### config.mk
export PLATFORM = sky130hd
export DESIGN_NAME = timer
export DESIGN_NICKNAME = d
export VERILOG_FILES = /design/src/timer_pkg.sv /design/src/timer_core.sv /design/src/timer_regs.sv /design/src/timer_event.sv /design/src/timer.sv
export SDC_FILE = /design/constraint.sdc
export NUM_CORES = 1
export LEC_CHECK = 0
export BUFFER_PORTS_ARGS = -buffer_cell sky130_fd_sc_hd__buf_2
export CAP_MARGIN = 20
export CELL_PAD_IN_SITES_DETAIL_PLACEMENT = 1
export CELL_PAD_IN_SITES_GLOBAL_PLACEMENT = 2
export CORE_MARGIN = 8
export CORE_UTILIZATION = 32
export DETAILED_ROUTE_END_ITERATION = 10
export PLACE_DENSITY = 0.85
export SYNTH_ARGS = -nofsm -noshare
export SYNTH_HDL_FRONTEND = slang
export SYNTH_SLANG_ARGS = --single-unit
### constraint.sdc
create_clock -name clk -period 3.56 [get_ports clk]
set_input_delay 0.356 -clock clk [delete_from_list [all_inputs] [get_ports clk]]
set_output_delay 0.356 -clock clk [all_outputs]
set_load 0.02 [all_outputs]
### src/timer_pkg.sv
// ----------------------------------------------------------------------
// register map and fixed widths of the timer peripheral
// all widths are fixed by the map, addresses are word addresses
// ----------------------------------------------------------------------
`default_nettype none

package timer_pkg;

  // ----------------------------------------------------------------------
  // widths
  // ----------------------------------------------------------------------
  localparam int timer_width = 32;
  localparam int addr_width  = 8;
  localparam int data_width  = 32;

  // ----------------------------------------------------------------------
  // register addresses
  // ----------------------------------------------------------------------
  localparam logic [addr_width-1:0] addr_name       = 8'h00;
  localparam logic [addr_width-1:0] addr_ctrl       = 8'h08;
  localparam logic [addr_width-1:0] addr_status     = 8'h09;
  localparam logic [addr_width-1:0] addr_prescaler  = 8'h0a;
  localparam logic [addr_width-1:0] addr_timer      = 8'h0b;
  localparam logic [addr_width-1:0] addr_curr_timer = 8'h0c;
  localparam logic [addr_width-1:0] addr_irq_en     = 8'h0d;

  // control bits, write-only and self-clearing
  localparam int ctrl_start_bit = 0;
  localparam int ctrl_stop_bit  = 1;

  // status bits
  localparam int status_running_bit = 0;
  localparam int status_reached_bit = 1;

  // ascii "time"
  localparam logic [data_width-1:0] core_name = 32'h74696d65;

  // core control machine states
  localparam logic ctrl_idle    = 1'b0;
  localparam logic ctrl_running = 1'b1;

endpackage

`default_nettype wire

### src/timer_core.sv
// ----------------------------------------------------------------------
// prescaler and counter run only between start and stop
// prescaler_init of zero never wraps, timer_init of zero never reaches
// ----------------------------------------------------------------------
`timescale 1ns/10ps
`default_nettype none

module timer_core
  import timer_pkg::*;
(
  input  wire                    clk,
  input  wire                    prescaler_rst,
  input  wire  [timer_width-1:0] prescaler_init,
  input  wire  [timer_width-1:0] timer_init,
  input  wire                    start,
  input  wire                    stop,
  output logic [timer_width-1:0] curr_timer,
  output logic                   reached,
  output logic                   running
);

  // ----------------------------------------------------------------------
  // state
  // ----------------------------------------------------------------------
  logic                   core_ctrl_reg;
  logic                   core_ctrl_new;
  logic                   reached_reg;
  logic                   reached_new;
  logic [timer_width-1:0] prescaler_reg;
  logic [timer_width-1:0] timer_reg;

  // counter controls from the control machine
  logic prescaler_clr;
  logic prescaler_inc;
  logic timer_clr;
  logic timer_inc;

  // wrap points
  logic prescaler_last;
  logic timer_last;

  assign curr_timer = timer_reg;
  assign reached    = reached_reg;
  // running is the registered machine state itself
  assign running    = (core_ctrl_reg == ctrl_running);

  // prescaler about to wrap, timer one below target
  assign prescaler_last = (prescaler_reg == (prescaler_init - 1'b1));
  assign timer_last     = (timer_reg == (timer_init - 1'b1));

  // ----------------------------------------------------------------------
  // registers
  // ----------------------------------------------------------------------
  always_ff @(posedge clk) begin
    if (prescaler_rst) begin
      core_ctrl_reg <= ctrl_idle;
      reached_reg   <= 1'b0;
      prescaler_reg <= '0;
      timer_reg     <= '0;
    end else begin
      core_ctrl_reg <= core_ctrl_new;
      reached_reg   <= reached_new;

      // clear wins over increment
      if (prescaler_clr) begin
        prescaler_reg <= '0;
      end else if (prescaler_inc) begin
        prescaler_reg <= prescaler_reg + 1'b1;
      end

      if (timer_clr) begin
        timer_reg <= '0;
      end else if (timer_inc) begin
        timer_reg <= timer_reg + 1'b1;
      end
    end
  end

  // ----------------------------------------------------------------------
  // control machine
  // ----------------------------------------------------------------------
  always_comb begin
    // hold by default
    core_ctrl_new = core_ctrl_reg;
    reached_new   = reached_reg;
    prescaler_clr = 1'b0;
    prescaler_inc = 1'b0;
    timer_clr     = 1'b0;
    timer_inc     = 1'b0;

    case (core_ctrl_reg)
      ctrl_idle: begin
        // counters restart from zero on every start
        if (start) begin
          core_ctrl_new = ctrl_running;
          prescaler_clr = 1'b1;
          timer_clr     = 1'b1;
        end
      end

      ctrl_running: begin
        if (stop) begin
          // timer value frozen, reached dropped
          core_ctrl_new = ctrl_idle;
          reached_new   = 1'b0;
        end else if (prescaler_last) begin
          // one prescaled tick
          prescaler_clr = 1'b1;
          timer_inc     = 1'b1;
          if (timer_last) begin
            reached_new = 1'b1;
          end
        end else begin
          prescaler_inc = 1'b1;
        end
      end

      default: begin
        core_ctrl_new = ctrl_idle;
      end
    endcase
  end

endmodule

`default_nettype wire

### src/timer_regs.sv
// ----------------------------------------------------------------------
// plain chip-select register bus, no wait states
// start and stop reach the core two edges after the write edge
// ----------------------------------------------------------------------
`timescale 1ns/10ps
`default_nettype none

module timer_regs
  import timer_pkg::*;
(
  input  wire                    clk,
  input  wire                    prescaler_rst,
  input  wire                    cs,
  input  wire                    we,
  input  wire  [addr_width-1:0]  address,
  input  wire  [data_width-1:0]  write_data,
  input  wire  [timer_width-1:0] curr_timer,
  input  wire                    running,
  input  wire                    reached_flag,
  output logic [data_width-1:0]  read_data,
  output logic [timer_width-1:0] prescaler_init,
  output logic [timer_width-1:0] timer_init,
  output logic                   start,
  output logic                   stop,
  output logic                   irq_en,
  output logic                   reached_clear
);

  // ----------------------------------------------------------------------
  // decode
  // ----------------------------------------------------------------------
  logic                  wr_en;
  logic                  rd_en;
  logic                  ctrl_wr;
  logic                  status_wr;
  logic                  start_pend;
  logic                  stop_pend;
  logic [data_width-1:0] rd_mux;

  assign wr_en     = cs & we;
  assign rd_en     = cs & ~we;
  assign ctrl_wr   = wr_en & (address == addr_ctrl);
  assign status_wr = wr_en & (address == addr_status);

  // ----------------------------------------------------------------------
  // configuration registers
  // ----------------------------------------------------------------------
  always_ff @(posedge clk) begin
    if (prescaler_rst) begin
      prescaler_init <= '0;
      timer_init     <= '0;
      irq_en         <= 1'b0;
    end else if (wr_en) begin
      case (address)
        // values locked while the core runs
        addr_prescaler: begin
          if (!running) begin
            prescaler_init <= write_data;
          end
        end
        addr_timer: begin
          if (!running) begin
            timer_init <= write_data;
          end
        end
        addr_irq_en: begin
          irq_en <= write_data[0];
        end
        // unmapped or read-only
        default: begin
        end
      endcase
    end
  end

  // ----------------------------------------------------------------------
  // control and status strobes
  // ----------------------------------------------------------------------
  always_ff @(posedge clk) begin
    if (prescaler_rst) begin
      start_pend    <= 1'b0;
      stop_pend     <= 1'b0;
      start         <= 1'b0;
      stop          <= 1'b0;
      reached_clear <= 1'b0;
    end else begin
      // captured at the write edge
      start_pend    <= ctrl_wr & write_data[ctrl_start_bit];
      stop_pend     <= ctrl_wr & write_data[ctrl_stop_bit];
      // one cycle later to the core
      start         <= start_pend;
      stop          <= stop_pend;
      // write one to clear
      reached_clear <= status_wr & write_data[status_reached_bit];
    end
  end

  // ----------------------------------------------------------------------
  // read mux
  // ----------------------------------------------------------------------
  always_comb begin
    rd_mux = '0;
    case (address)
      addr_name: begin
        rd_mux = core_name;
      end
      addr_status: begin
        rd_mux[status_running_bit] = running;
        rd_mux[status_reached_bit] = reached_flag;
      end
      addr_prescaler: begin
        rd_mux = prescaler_init;
      end
      addr_timer: begin
        rd_mux = timer_init;
      end
      addr_curr_timer: begin
        rd_mux = curr_timer;
      end
      addr_irq_en: begin
        rd_mux[0] = irq_en;
      end
      // ctrl is write-only, others unmapped
      default: begin
        rd_mux = '0;
      end
    endcase
  end

  // held until the next read
  always_ff @(posedge clk) begin
    if (prescaler_rst) begin
      read_data <= '0;
    end else if (rd_en) begin
      read_data <= rd_mux;
    end
  end

endmodule

`default_nettype wire

### src/timer_event.sv
// ----------------------------------------------------------------------
// sticky reached flag set on the rising edge of reached only
// a set and a clear in the same cycle leave the flag set
// ----------------------------------------------------------------------
`timescale 1ns/10ps
`default_nettype none

module timer_event (
  input  wire  clk,
  input  wire  prescaler_rst,
  input  wire  reached,
  input  wire  irq_en,
  input  wire  reached_clear,
  output logic reached_flag,
  output logic irq
);

  // ----------------------------------------------------------------------
  // edge detect
  // ----------------------------------------------------------------------
  logic reached_d;
  logic reached_edge;
  logic flag_next;

  // reached was low last cycle, high now
  assign reached_edge = reached & ~reached_d;

  // ----------------------------------------------------------------------
  // flag next value
  // ----------------------------------------------------------------------
  always_comb begin
    flag_next = reached_flag;
    if (reached_edge) begin
      flag_next = 1'b1;
    end else if (reached_clear) begin
      flag_next = 1'b0;
    end
  end

  // ----------------------------------------------------------------------
  // registers
  // ----------------------------------------------------------------------
  always_ff @(posedge clk) begin
    if (prescaler_rst) begin
      reached_d    <= 1'b0;
      reached_flag <= 1'b0;
      irq          <= 1'b0;
    end else begin
      reached_d    <= reached;
      reached_flag <= flag_next;
      // from the next flag value, so irq rises with the flag
      irq          <= flag_next & irq_en;
    end
  end

endmodule

`default_nettype wire

### src/timer.sv
// ----------------------------------------------------------------------
// timer peripheral top, single clock domain
// ----------------------------------------------------------------------
`timescale 1ns/10ps
`default_nettype none

module timer
  import timer_pkg::*;
(
  input  wire                   clk,
  input  wire                   prescaler_rst,
  input  wire                   cs,
  input  wire                   we,
  input  wire  [addr_width-1:0] address,
  input  wire  [data_width-1:0] write_data,
  output logic [data_width-1:0] read_data,
  output logic                  irq
);

  // ----------------------------------------------------------------------
  // internal nets
  // ----------------------------------------------------------------------
  // configuration
  logic [timer_width-1:0] prescaler_init;
  logic [timer_width-1:0] timer_init;
  logic                   irq_en;
  // strobes
  logic                   start;
  logic                   stop;
  logic                   reached_clear;
  // core status
  logic [timer_width-1:0] curr_timer;
  logic                   reached;
  logic                   running;
  logic                   reached_flag;

  timer_regs timer_regs_inst (
    .clk            (clk),
    .prescaler_rst  (prescaler_rst),
    .cs             (cs),
    .we             (we),
    .address        (address),
    .write_data     (write_data),
    .curr_timer     (curr_timer),
    .running        (running),
    .reached_flag   (reached_flag),
    .read_data      (read_data),
    .prescaler_init (prescaler_init),
    .timer_init     (timer_init),
    .start          (start),
    .stop           (stop),
    .irq_en         (irq_en),
    .reached_clear  (reached_clear)
  );

  timer_core timer_core_inst (
    .clk            (clk),
    .prescaler_rst  (prescaler_rst),
    .prescaler_init (prescaler_init),
    .timer_init     (timer_init),
    .start          (start),
    .stop           (stop),
    .curr_timer     (curr_timer),
    .reached        (reached),
    .running        (running)
  );

  timer_event timer_event_inst (
    .clk           (clk),
    .prescaler_rst (prescaler_rst),
    .reached       (reached),
    .irq_en        (irq_en),
    .reached_clear (reached_clear),
    .reached_flag  (reached_flag),
    .irq           (irq)
  );

endmodule

`default_nettype wire

Word level (Yosys, flattened, before mapping)
Cells that the tools add are included.
{"block": "totals", "regBits": 171, "input_bits": 44, "output_inout_bits": 33, "wordCells": 68}
{"block": "op_classes", "n_addsub": 4, "eq_ne": 8, "mux": 19, "n_bitwise": 12, "reduce_logical": 9}
{"op": "$pmux 30 s4", "count": 1}
{"op": "$add 32x1->32 const B", "count": 2}
{"op": "$eq 32x32->1", "count": 2}
{"op": "$sub 32x1->32 const B", "count": 2}
{"op": "$eq 8x4->1 const B", "count": 6}
{"op": "$mux 1", "count": 14}
{"op": "$and 1x1->1", "count": 9}
{"op": "$reduce_and 3->1", "count": 3}
{"op": "$logic_not 8->1", "count": 1}
{"op": "$pmux 1 s6", "count": 1}
{"op": "$pmux 1 s2", "count": 2}
{"op": "$pmux 1 s4", "count": 1}
{"op": "$reduce_bool 2->1", "count": 2}
{"op": "$reduce_or 2->1", "count": 2}
{"op": "$not 1->1", "count": 3}
{"op": "$reduce_and 2->1", "count": 1}

Longest topological paths before layout
Gate-level depths: netlist of the first run.
{"block": "depth", "ltp_word": 6, "mapped_depth": 14}

Cells and area by module
Synthesis of the first run repeated with hierarchy kept, for this count alone.
{"block": "hier_totals", "cells_unflattened": 1231, "area_unflattened_um2": 9952.0}
{"module": "timer_core", "instances": 1, "cells_each": 723, "area_per_inst_um2": 5531.6}
{"module": "timer_regs", "instances": 1, "cells_each": 499, "area_per_inst_um2": 4316.6}
{"module": "timer_event", "instances": 1, "cells_each": 9, "area_per_inst_um2": 103.8}

Least setup slack after synthesis of the first run
OpenSTA, ideal clock, no wires.
{"block": "synth_timing", "kind": "reg2reg", "from": "reg timer_regs_inst.prescaler_init[2]", "to": "reg timer_core_inst.timer_reg[27], in the netlist timer_core_inst.curr_timer[27]", "setup_ns": 0.071, "arrival_time_ns": 3.368, "t_required_ns": 3.489, "path_slack_ns": 0.121, "stages_incl_launch_ff": 12, "path_cell_list": "dfxtp_1 buf_2 or4_4 or4_4 or4_1 a211o_1 a21oi_1 nand4_1 buf_4 nor3_4 or4b_1 a21oi_1"}
{"block": "synth_between", "elab_chain_len": 5}
{"item": "start: declaration", "line_no": "timer_regs.sv:21", "text": "output logic [timer_width-1:0] prescaler_init,"}
{"item": "start signal: assignment", "line_no": "timer_regs.sv:58", "text": "prescaler_init <= write_data;"}
{"item": "$sub 32x1->32", "line_no": "timer_core.sv:48", "text": "assign prescaler_last = (prescaler_reg == (prescaler_init - 1'b1));"}
{"item": "$eq 32x32->1", "line_no": "timer_core.sv:48"}
{"item": "$mux 1", "line_no": "timer_core.sv:106", "text": "end else if (prescaler_last) begin"}
{"item": "$mux 1", "line_no": "timer_core.sv:102", "text": "if (stop) begin"}
{"item": "$mux 1", "line_no": "timer_core.sv:91", "text": "case (core_ctrl_reg)"}
{"item": "end signal: assignment", "line_no": "timer_core.sv:74", "text": "timer_reg <= timer_reg + 1'b1;"}
{"item": "end: declaration", "line_no": "timer_core.sv:30", "text": "logic [timer_width-1:0] timer_reg;"}
Every way passes these cells.
A chain may end at the register's enable or synchronous reset.

Worst setup path after layout of the first run
{"block": "layout_timing", "from": "reg timer_regs_inst.prescaler_init[7]", "to": "reg timer_core_inst.prescaler_reg[24]"}
{"block": "layout_between", "elab_chain_len": 6, "elab_cells_between_ends": 9, "classes_between": "1 x add/sub; 1 x eq/ne; 6 x mux; 1 x reduce/logical"}
{"item": "$sub 32x1->32 (*)", "line_no": "timer_core.sv:48"}
{"item": "$eq 32x32->1 (*)", "line_no": "timer_core.sv:48"}
{"item": "$mux 1", "line_no": "timer_core.sv:106"}
{"item": "$mux 1", "line_no": "timer_core.sv:102"}
{"item": "$pmux 1 s2", "line_no": "timer_core.sv:91"}
{"item": "$reduce_or 2->1 (no source line)"}
{"item": "end signal: assignment", "line_no": "timer_core.sv:68", "text": "prescaler_reg <= prescaler_reg + 1'b1;"}
{"item": "end: declaration", "line_no": "timer_core.sv:29", "text": "logic [timer_width-1:0] prescaler_reg;"}
Every way passes the cells marked *; elsewhere a longest branch is shown, timed or not.

==> flow_summary.ini, run 1 <==
[run_status]
outcome = finished with violations
violations = negative setup slack

[worst_setup_path]
slowest_delay_ns = 0.56
rr_startpoint = timer_regs_inst.prescaler_init[7]$_SDFFE_PP0P_
crit_fanout = 30
startpoint = timer_regs_inst.prescaler_init[7]$_SDFFE_PP0P_
worstSetupEndpointType = flip-flop
crit_type = flip-flop to flip-flop
startpoint_type = flip-flop
crit_chain = or4_4, or4_4, or4_4, a211o_1, a21oi_2, nand4_1, buf_4, buf_12, nor3_4, or2_2, buf_12, a21oi_1
cp_common_cell = or4_4
crit_family = simple AND/OR/NAND/NOR gates
critPathSlowestCell = or4_4
worst-path-buf-inv = 3
cp.arrival_ns = 3.90
critPathRequiredTime_ns = 3.88

[global_routing]
antenna_found_initial = 1
grt_max_degree = 82
grt_pass1_vias = 10200
grt_use_total_pct = 19.3
overflow = 0
grt_first_pass_wirelength_um = 56100

[power]
power_frac_seq_pct = 48.4
clkPwrFrac_pct = 46.0
pwr-share-comb_pct = 5.5
p_int_w = 0.00301
power_switching_w = 0.00100
peakVddDrop_mv = 0.333
power_leakage_nw = 4.24
p_sw_share_pct = 25.0
cellPowerDensity_nw_per_um2 = 342

[logic_synthesis]
syn-instance-count = 1271
synth_nets = 1319
seq_area_frac_synth_pct = 34.7
avgSynthCellArea_um2 = 7.75
synth_compound_area_share_pct = 19.0
postSynth.asyncResetShare_pct = 0
synth_simple_gate_area_share_pct = 28.2
synth_mux_area_share_pct = 3.90
ys_ff_latch = 171
syn_area_um2 = 9850
synth_xor_area_share_pct = 8.71
synth_adder_area_share_pct = 0.508
synth_top_flop_cell = dfxtp_1
yosysWarnings = 0
synth_edf_count = 0
synth_top_family_by_area = simple AND/OR/NAND/NOR gates
synth_cell_types = 63

[timing]
final-hold-violation-count = 0
rsz0062_at_grt = true
relSlewSlack_pct = 31.7
fmax_mhz = 279
period_needed_ns = 3.58
period_share_pct = 101
finClkSkew_ns = 0.0114
finalMaxSlewViolations = 0
timing.final.ws_setup_ns = -0.0218
worst_pin_slew_ns = 1.02
whs_ns = 0.165
tns_ns = -0.224
setup_viol = 28

[route]
drcViolationCount = 0
wl_per_cell_um = 20.8
wl_um = 36300
avgViaCountPerCell = 5.76
drtAntennaViolNets = 0
drt_first_pass_iters = 5
drtIter0Drc = 567
via_count = 10000

[clock_network]
cts.clk_slew.worst_paths_ns = 0.07
cts-buffers-inserted = 17
hold_buffers = 0
cts_max_level = 4
cts_tree = yes
cts.sinks = 171
clockBufferDepth = 2
cts_root_buf = clkbuf_16
clk_latency_ns = 0.44

[die]
die-area_um2 = 36700
initial_core_util_pct = 32.4
die_y_um = 191
row_count = 64
die_width_um = 191
core-area_um2 = 30400
io_pins = 77

[min_path]
worstHoldPathType = input port to flip-flop
min-delay-start = address[1]

[layout]
final_core_util_pct = 38.5
stdcell_count = 1745
num-nets-final = 1384
final_layout_size_suffix_gt1_share_pct = 18.7
area_growth_pct = 19.0

[placed_design]
dp.cells = 1699
place_congestion = 0.838
port_buffers = 76
hpwl_um = 26600

[flow_run]
drv_cap = 0
## final timing paths
| check | endpoint | slack (ns) | cells past startpoint |
|---|---|---|---|
| hold / removal | timer_regs_inst.stop_pend$_SDFF_PP0_ | 0.16 | 2 |
| setup reg to reg | timer_core_inst.prescaler_reg[24]$_SDFFE_PP0P_ | -0.02 | 12 |
| setup / recovery | timer_core_inst.prescaler_reg[24]$_SDFFE_PP0P_ | -0.02 | 12 |
| hold reg to reg | timer_regs_inst.stop$_SDFF_PP0_ | 0.45 | 1 |
## stage by stage
| stage | setup slack [ns] | power [W] | area [um2] |
|---|---|---|---|
| 2_1_floorplan | 0.121 | 0.00211 | 9850 |
| 3_3_place_gp | 0.0739 | 0.00220 | 10800 |
| 3_5_place_dp | 0.0344 | 0.00221 | 10800 |
| 4_1_cts | 0.0164 | 0.00404 | 11400 |
| 5_1_grt | -0.139 | 0.00415 | 11700 |
| 6_report | -0.0218 | 0.00401 | 11700 |
## power groups by stage
| stage | sequential, W | clock, W | combinational, W |
|---|---|---|---|
| after CTS | 0.00194 | 0.00188 | 0.000220 |
| final | 0.00194 | 0.00185 | 0.000222 |
| after global placement | 0.00199 | 0 | 0.000218 |
| after global routing | 0.00194 | 0.00197 | 0.000241 |
| after floorplan | 0.00201 | 0 | 0.0000965 |
| after detailed placement | 0.00199 | 0 | 0.000220 |
## layout make-up
cell class                 instances  area, um2
fill                            3689      18700
multi-input combinational        976       6120
sequential                       171       3420
timing repair buffer             143       1010
tap                              396        495
clock buffer                      19        453
clock inverter                    12        118
inverter                          27        101
antenna                            1       2.50
## what timing repair did
item / 4_1_cts / 5_1_grt
resized for setup: 0 / 38
buffers inserted: 0 / 8
endpoints found under the setup margin: 0 / 55
## synthesized netlist by cell type (12+ instances only)
library cell	instances	share of area, %
or3_1	33	2.1
xor2_1	34	3.0
mux2_2	27	3.1
and4_1	13	1.2
a21oi_1	123	6.2
and3_1	23	1.5
nor3_1	39	2.0
clkbuf_1	82	3.1
o31ai_1	12	0.91
xnor2_1	64	5.7
o21ai_0	46	2.3
or4_1	14	1.1
a31oi_1	12	0.76
nand3_1	39	2.0
nor2_1	86	3.3
dfxtp_1	171	35
nor4_1	40	2.5
a221oi_1	30	2.7
nand2_1	178	6.8
nand4_1	23	1.5
inv_1	27	1.0
a211oi_1	19	1.4
## layer usage
metal / share of wire, % / vias to the layer above / GRT usage (%)
met3: 4.6 / 58 / 2.79
met2: 47 / 266 / 32.1
li1: - / 4734 / -
met1: 46 / 4987 / 25.0
met4: 2.7 / 0 / 7.10
met5: 0 / - / 0
## logic make-up (layout without fill, tap and decap cells)
kind of cell	Yosys count	count (layout)
buffers and inverters	124	201
xor gates and xnor gates	98	98
and+or+nand+nor	544	544
other	0	1
adders and majority gates	4	4
AOI/OAI and AO/OA	295	295
muxes	35	35
DFF	171	171
## cell usage in the layout (no fill, tap or decap), drive strengths merged, types with 27 or more instances in the layout
cell,count
nand2,178
dfxtp,171
buf,140
a21oi,123
nor2,86
xnor2,64
o21ai,46
nor4,42
nor3,40
nand3,39
xor2,34
or3,33
a221oi,30
inv,28
mux2,27
No activity file was read; power rests on OpenSTA's default activity.
==> inputs of run 2 (changes only) <==
Settings changed: ABC_AREA set to 1, CORE_UTILIZATION 32 to 30, PLACE_DENSITY 0.85 to 0.86.
==> flow_summary.ini, run 2 <==
[run_status]
outcome = finished clean

[worst_setup_path]
rr_startpoint = timer_regs_inst.prescaler_init[15]$_SDFFE_PP0P_
r2r_cells = 14
crit_family = simple AND/OR/NAND/NOR gates
critPathRequiredTime_ns = 3.90
crit_fanout = 27
reg2reg_slack_ns = 0.28
r2r_end = timer_core_inst.prescaler_reg[3]$_SDFFE_PP0P_
worst-path-buf-inv = 1
crit_type = flip-flop to flip-flop
startpoint_type = flip-flop
critPathSlowestCell = nor2_1
worstSetupEndpointType = flip-flop
crit_chain = nor2_1, nand2_1, nor2_1, and2_1, nand3_1, nand3_1, nand2_1, nor2_1, nand3_1, nor2_2, nand3_2, nand2_4, buf_4, a21oi_1
cp.arrival_ns = 3.62
slowest_delay_ns = 0.42

[logic_synthesis]
synth_top_flop_cell = dfxtp_1
yosys-top-cells-count = nand2_1, nor2_1, inv_1
synth_top_area_cell = dfxtp_1
seq_area_frac_synth_pct = 29.8
synth_area_leaders = dfxtp_1, nand2_1, nor2_1
postSynth.asyncResetShare_pct = 0
yosysMostFrequentCell = nand2_1
syn_area_um2 = 11500
synth_cell_types = 42
synth_nets = 1896
synth_top_area_share_pct = 29.8
synth_edf_count = 0
avgSynthCellArea_um2 = 6.22
yosysWarnings = 0
syn-instance-count = 1848
ys_ff_latch = 171

[power]
clkPwrFrac_pct = 47.8
power_frac_seq_pct = 47.3
p_int_w = 0.00296
peakVddDrop_mv = 0.266
power_switching_w = 0.00109
cellPowerDensity_nw_per_um2 = 311
power_leakage_nw = 5.50
pwr-share-comb_pct = 4.9
p_sw_share_pct = 26.9

[layout]
final_cell_mix = nand2_1, nor2_1, inv_1, dfxtp_1, a21oi_1
final_layout_size_suffix_gt1_share_pct = 9.27
n_fill_cell = 4942
register_area_um2 = 3420
multiInputGateArea_um2 = 7010
area_growth_pct = 13.4
num-nets-final = 1945
final_common_cell = nand2_1

[timing]
worst_pin_slew_ns = 0.749
whs_ns = 0.190
tns_ns = 0
finClkSkew_ns = 0.0172
rsz0062_at_grt = false
finalMaxSlewViolations = 0
setup_viol = 0
final-hold-violation-count = 0
relSlewSlack_pct = 50.0
period_share_pct = 92.2
fmax_mhz = 305
period_needed_ns = 3.28

[die]
initial_core_util_pct = 30.5
die_width_um = 212
die-area_um2 = 44900
row_count = 71
die_y_um = 212
core-area_um2 = 37800
io_pins = 77

[global_routing]
grt_max_degree = 70
grt_use_total_pct = 21.8
grt_pass1_vias = 12900
grt_first_pass_wirelength_um = 75900
overflow = 0
antenna_found_initial = 0

[placed_design]
port_buffers = 76
hpwl_um = 38400
place_congestion = 0.950

[clock_network]
cts_max_level = 4
cts.sinks = 171
cts_tree = yes
cts-buffers-inserted = 17
clk_latency_ns = 0.46
clockBufferDepth = 2
cts_root_buf = clkbuf_16
hold_buffers = 0
cts.clk_slew.worst_paths_ns = 0.08

[min_path]
hold_path_depth = 3
min-delay-start = write_data[15]
worstHoldPathType = input port to flip-flop
hold_end = timer_regs_inst.prescaler_init[15]$_SDFFE_PP0P_

[route]
via_count = 12600
drtAntennaViolNets = 0
avgViaCountPerCell = 5.19
wl_um = 48800
drcViolationCount = 0
drtIter0Drc = 799
wl_per_cell_um = 20.2
drt_first_pass_iters = 5

[flow_run]
drv_cap = 0
-- run 2: what timing repair did --
item,in CTS,in global routing
buffers inserted,0,4
resized for setup,0,0
endpoints found under the setup margin,0,41
-- run 2: power by group through the flow --
stage | Sequential, W | Clock [W] | Combinational, W
2_1_floorplan | 0.00196 | 0 | 0.000102
3_3_place_gp | 0.00196 | 0 | 0.000191
3_5_place_dp | 0.00196 | 0 | 0.000194
4_1_cts | 0.00191 | 0.00197 | 0.000195
5_1_grt | 0.00191 | 0.00205 | 0.000215
6_report | 0.00191 | 0.00194 | 0.000198
-- run 2: layout make-up --
class | instances | share of cell area [%]
diodes | 1 | 0.0192
clock buffers | 17 | 3.26
clock inverters | 15 | 1.20
inverters | 197 | 5.67
multi-input cells | 1401 | 53.8
flip-flops and latches | 171 | 26.3
well taps | 511 | 4.90
repair buffers | 109 | 4.91
-- run 2: tightest hold or removal path, stage by stage --
cell	delay [ns]
buf_2	0.08
o21ai_0	0.07
a21oi_1	0.11
-- run 2: worst max path at each step --
stage,startpoint,to,slack (ns),cells past startpoint
4_1_cts,timer_regs_inst.prescaler_init[0]$_SDFFE_PP0P_,timer_core_inst.curr_timer[10]$_SDFFE_PP0P_,0.13,15
3_3_place_gp,timer_regs_inst.prescaler_init[0]$_SDFFE_PP0P_,timer_core_inst.curr_timer[8]$_SDFFE_PP0P_,0.34,15
5_1_grt,timer_regs_inst.prescaler_init[0]$_SDFFE_PP0P_,timer_core_inst.curr_timer[10]$_SDFFE_PP0P_,0.05,15
2_1_floorplan,timer_regs_inst.prescaler_init[0]$_SDFFE_PP0P_,timer_core_inst.prescaler_reg[2]$_SDFFE_PP0P_,1.28,16
6_report,timer_regs_inst.prescaler_init[15]$_SDFFE_PP0P_,timer_core_inst.prescaler_reg[3]$_SDFFE_PP0P_,0.28,14
3_5_place_dp,timer_regs_inst.prescaler_init[0]$_SDFFE_PP0P_,timer_core_inst.curr_timer[27]$_SDFFE_PP0P_,0.16,15
-- run 2: through the flow --
stage	utilization [%]	cell area (um2)	std cells	power, W	worst slack (ns)
final	34.5	13000	2422	0.00405	0.277
after CTS	34.4	13000	2417	0.00408	0.130
after global placement	32.9	12400	2385	0.00215	0.339
after detailed placement	32.9	12400	2385	0.00215	0.163
after floorplan	-	11500	1848	0.00206	1.28
after global routing	34.5	13000	2421	0.00418	0.0524
-- run 2: per-layer routing --
metal  track usage, %  up-vias  share of wire (%)
met5                0        -                  0
met4             7.21        0                2.9
met3             3.14       70                3.6
met2             37.5      249                 48
met1             27.7     6160                 45
li1                 -     6091                  -
-- run 2: logic make-up after synthesis --
| logic type | synth area share (%) |
|---|---|
| XOR/XNOR | 9.85 |
| buffers and inverters | 9.42 |
| AND/OR/NAND/NOR | 36.2 |
| adder cells (fa/ha/maj) | 0.435 |
| flip-flops | 29.8 |
| AO/OA/AOI/OAI | 14.3 |
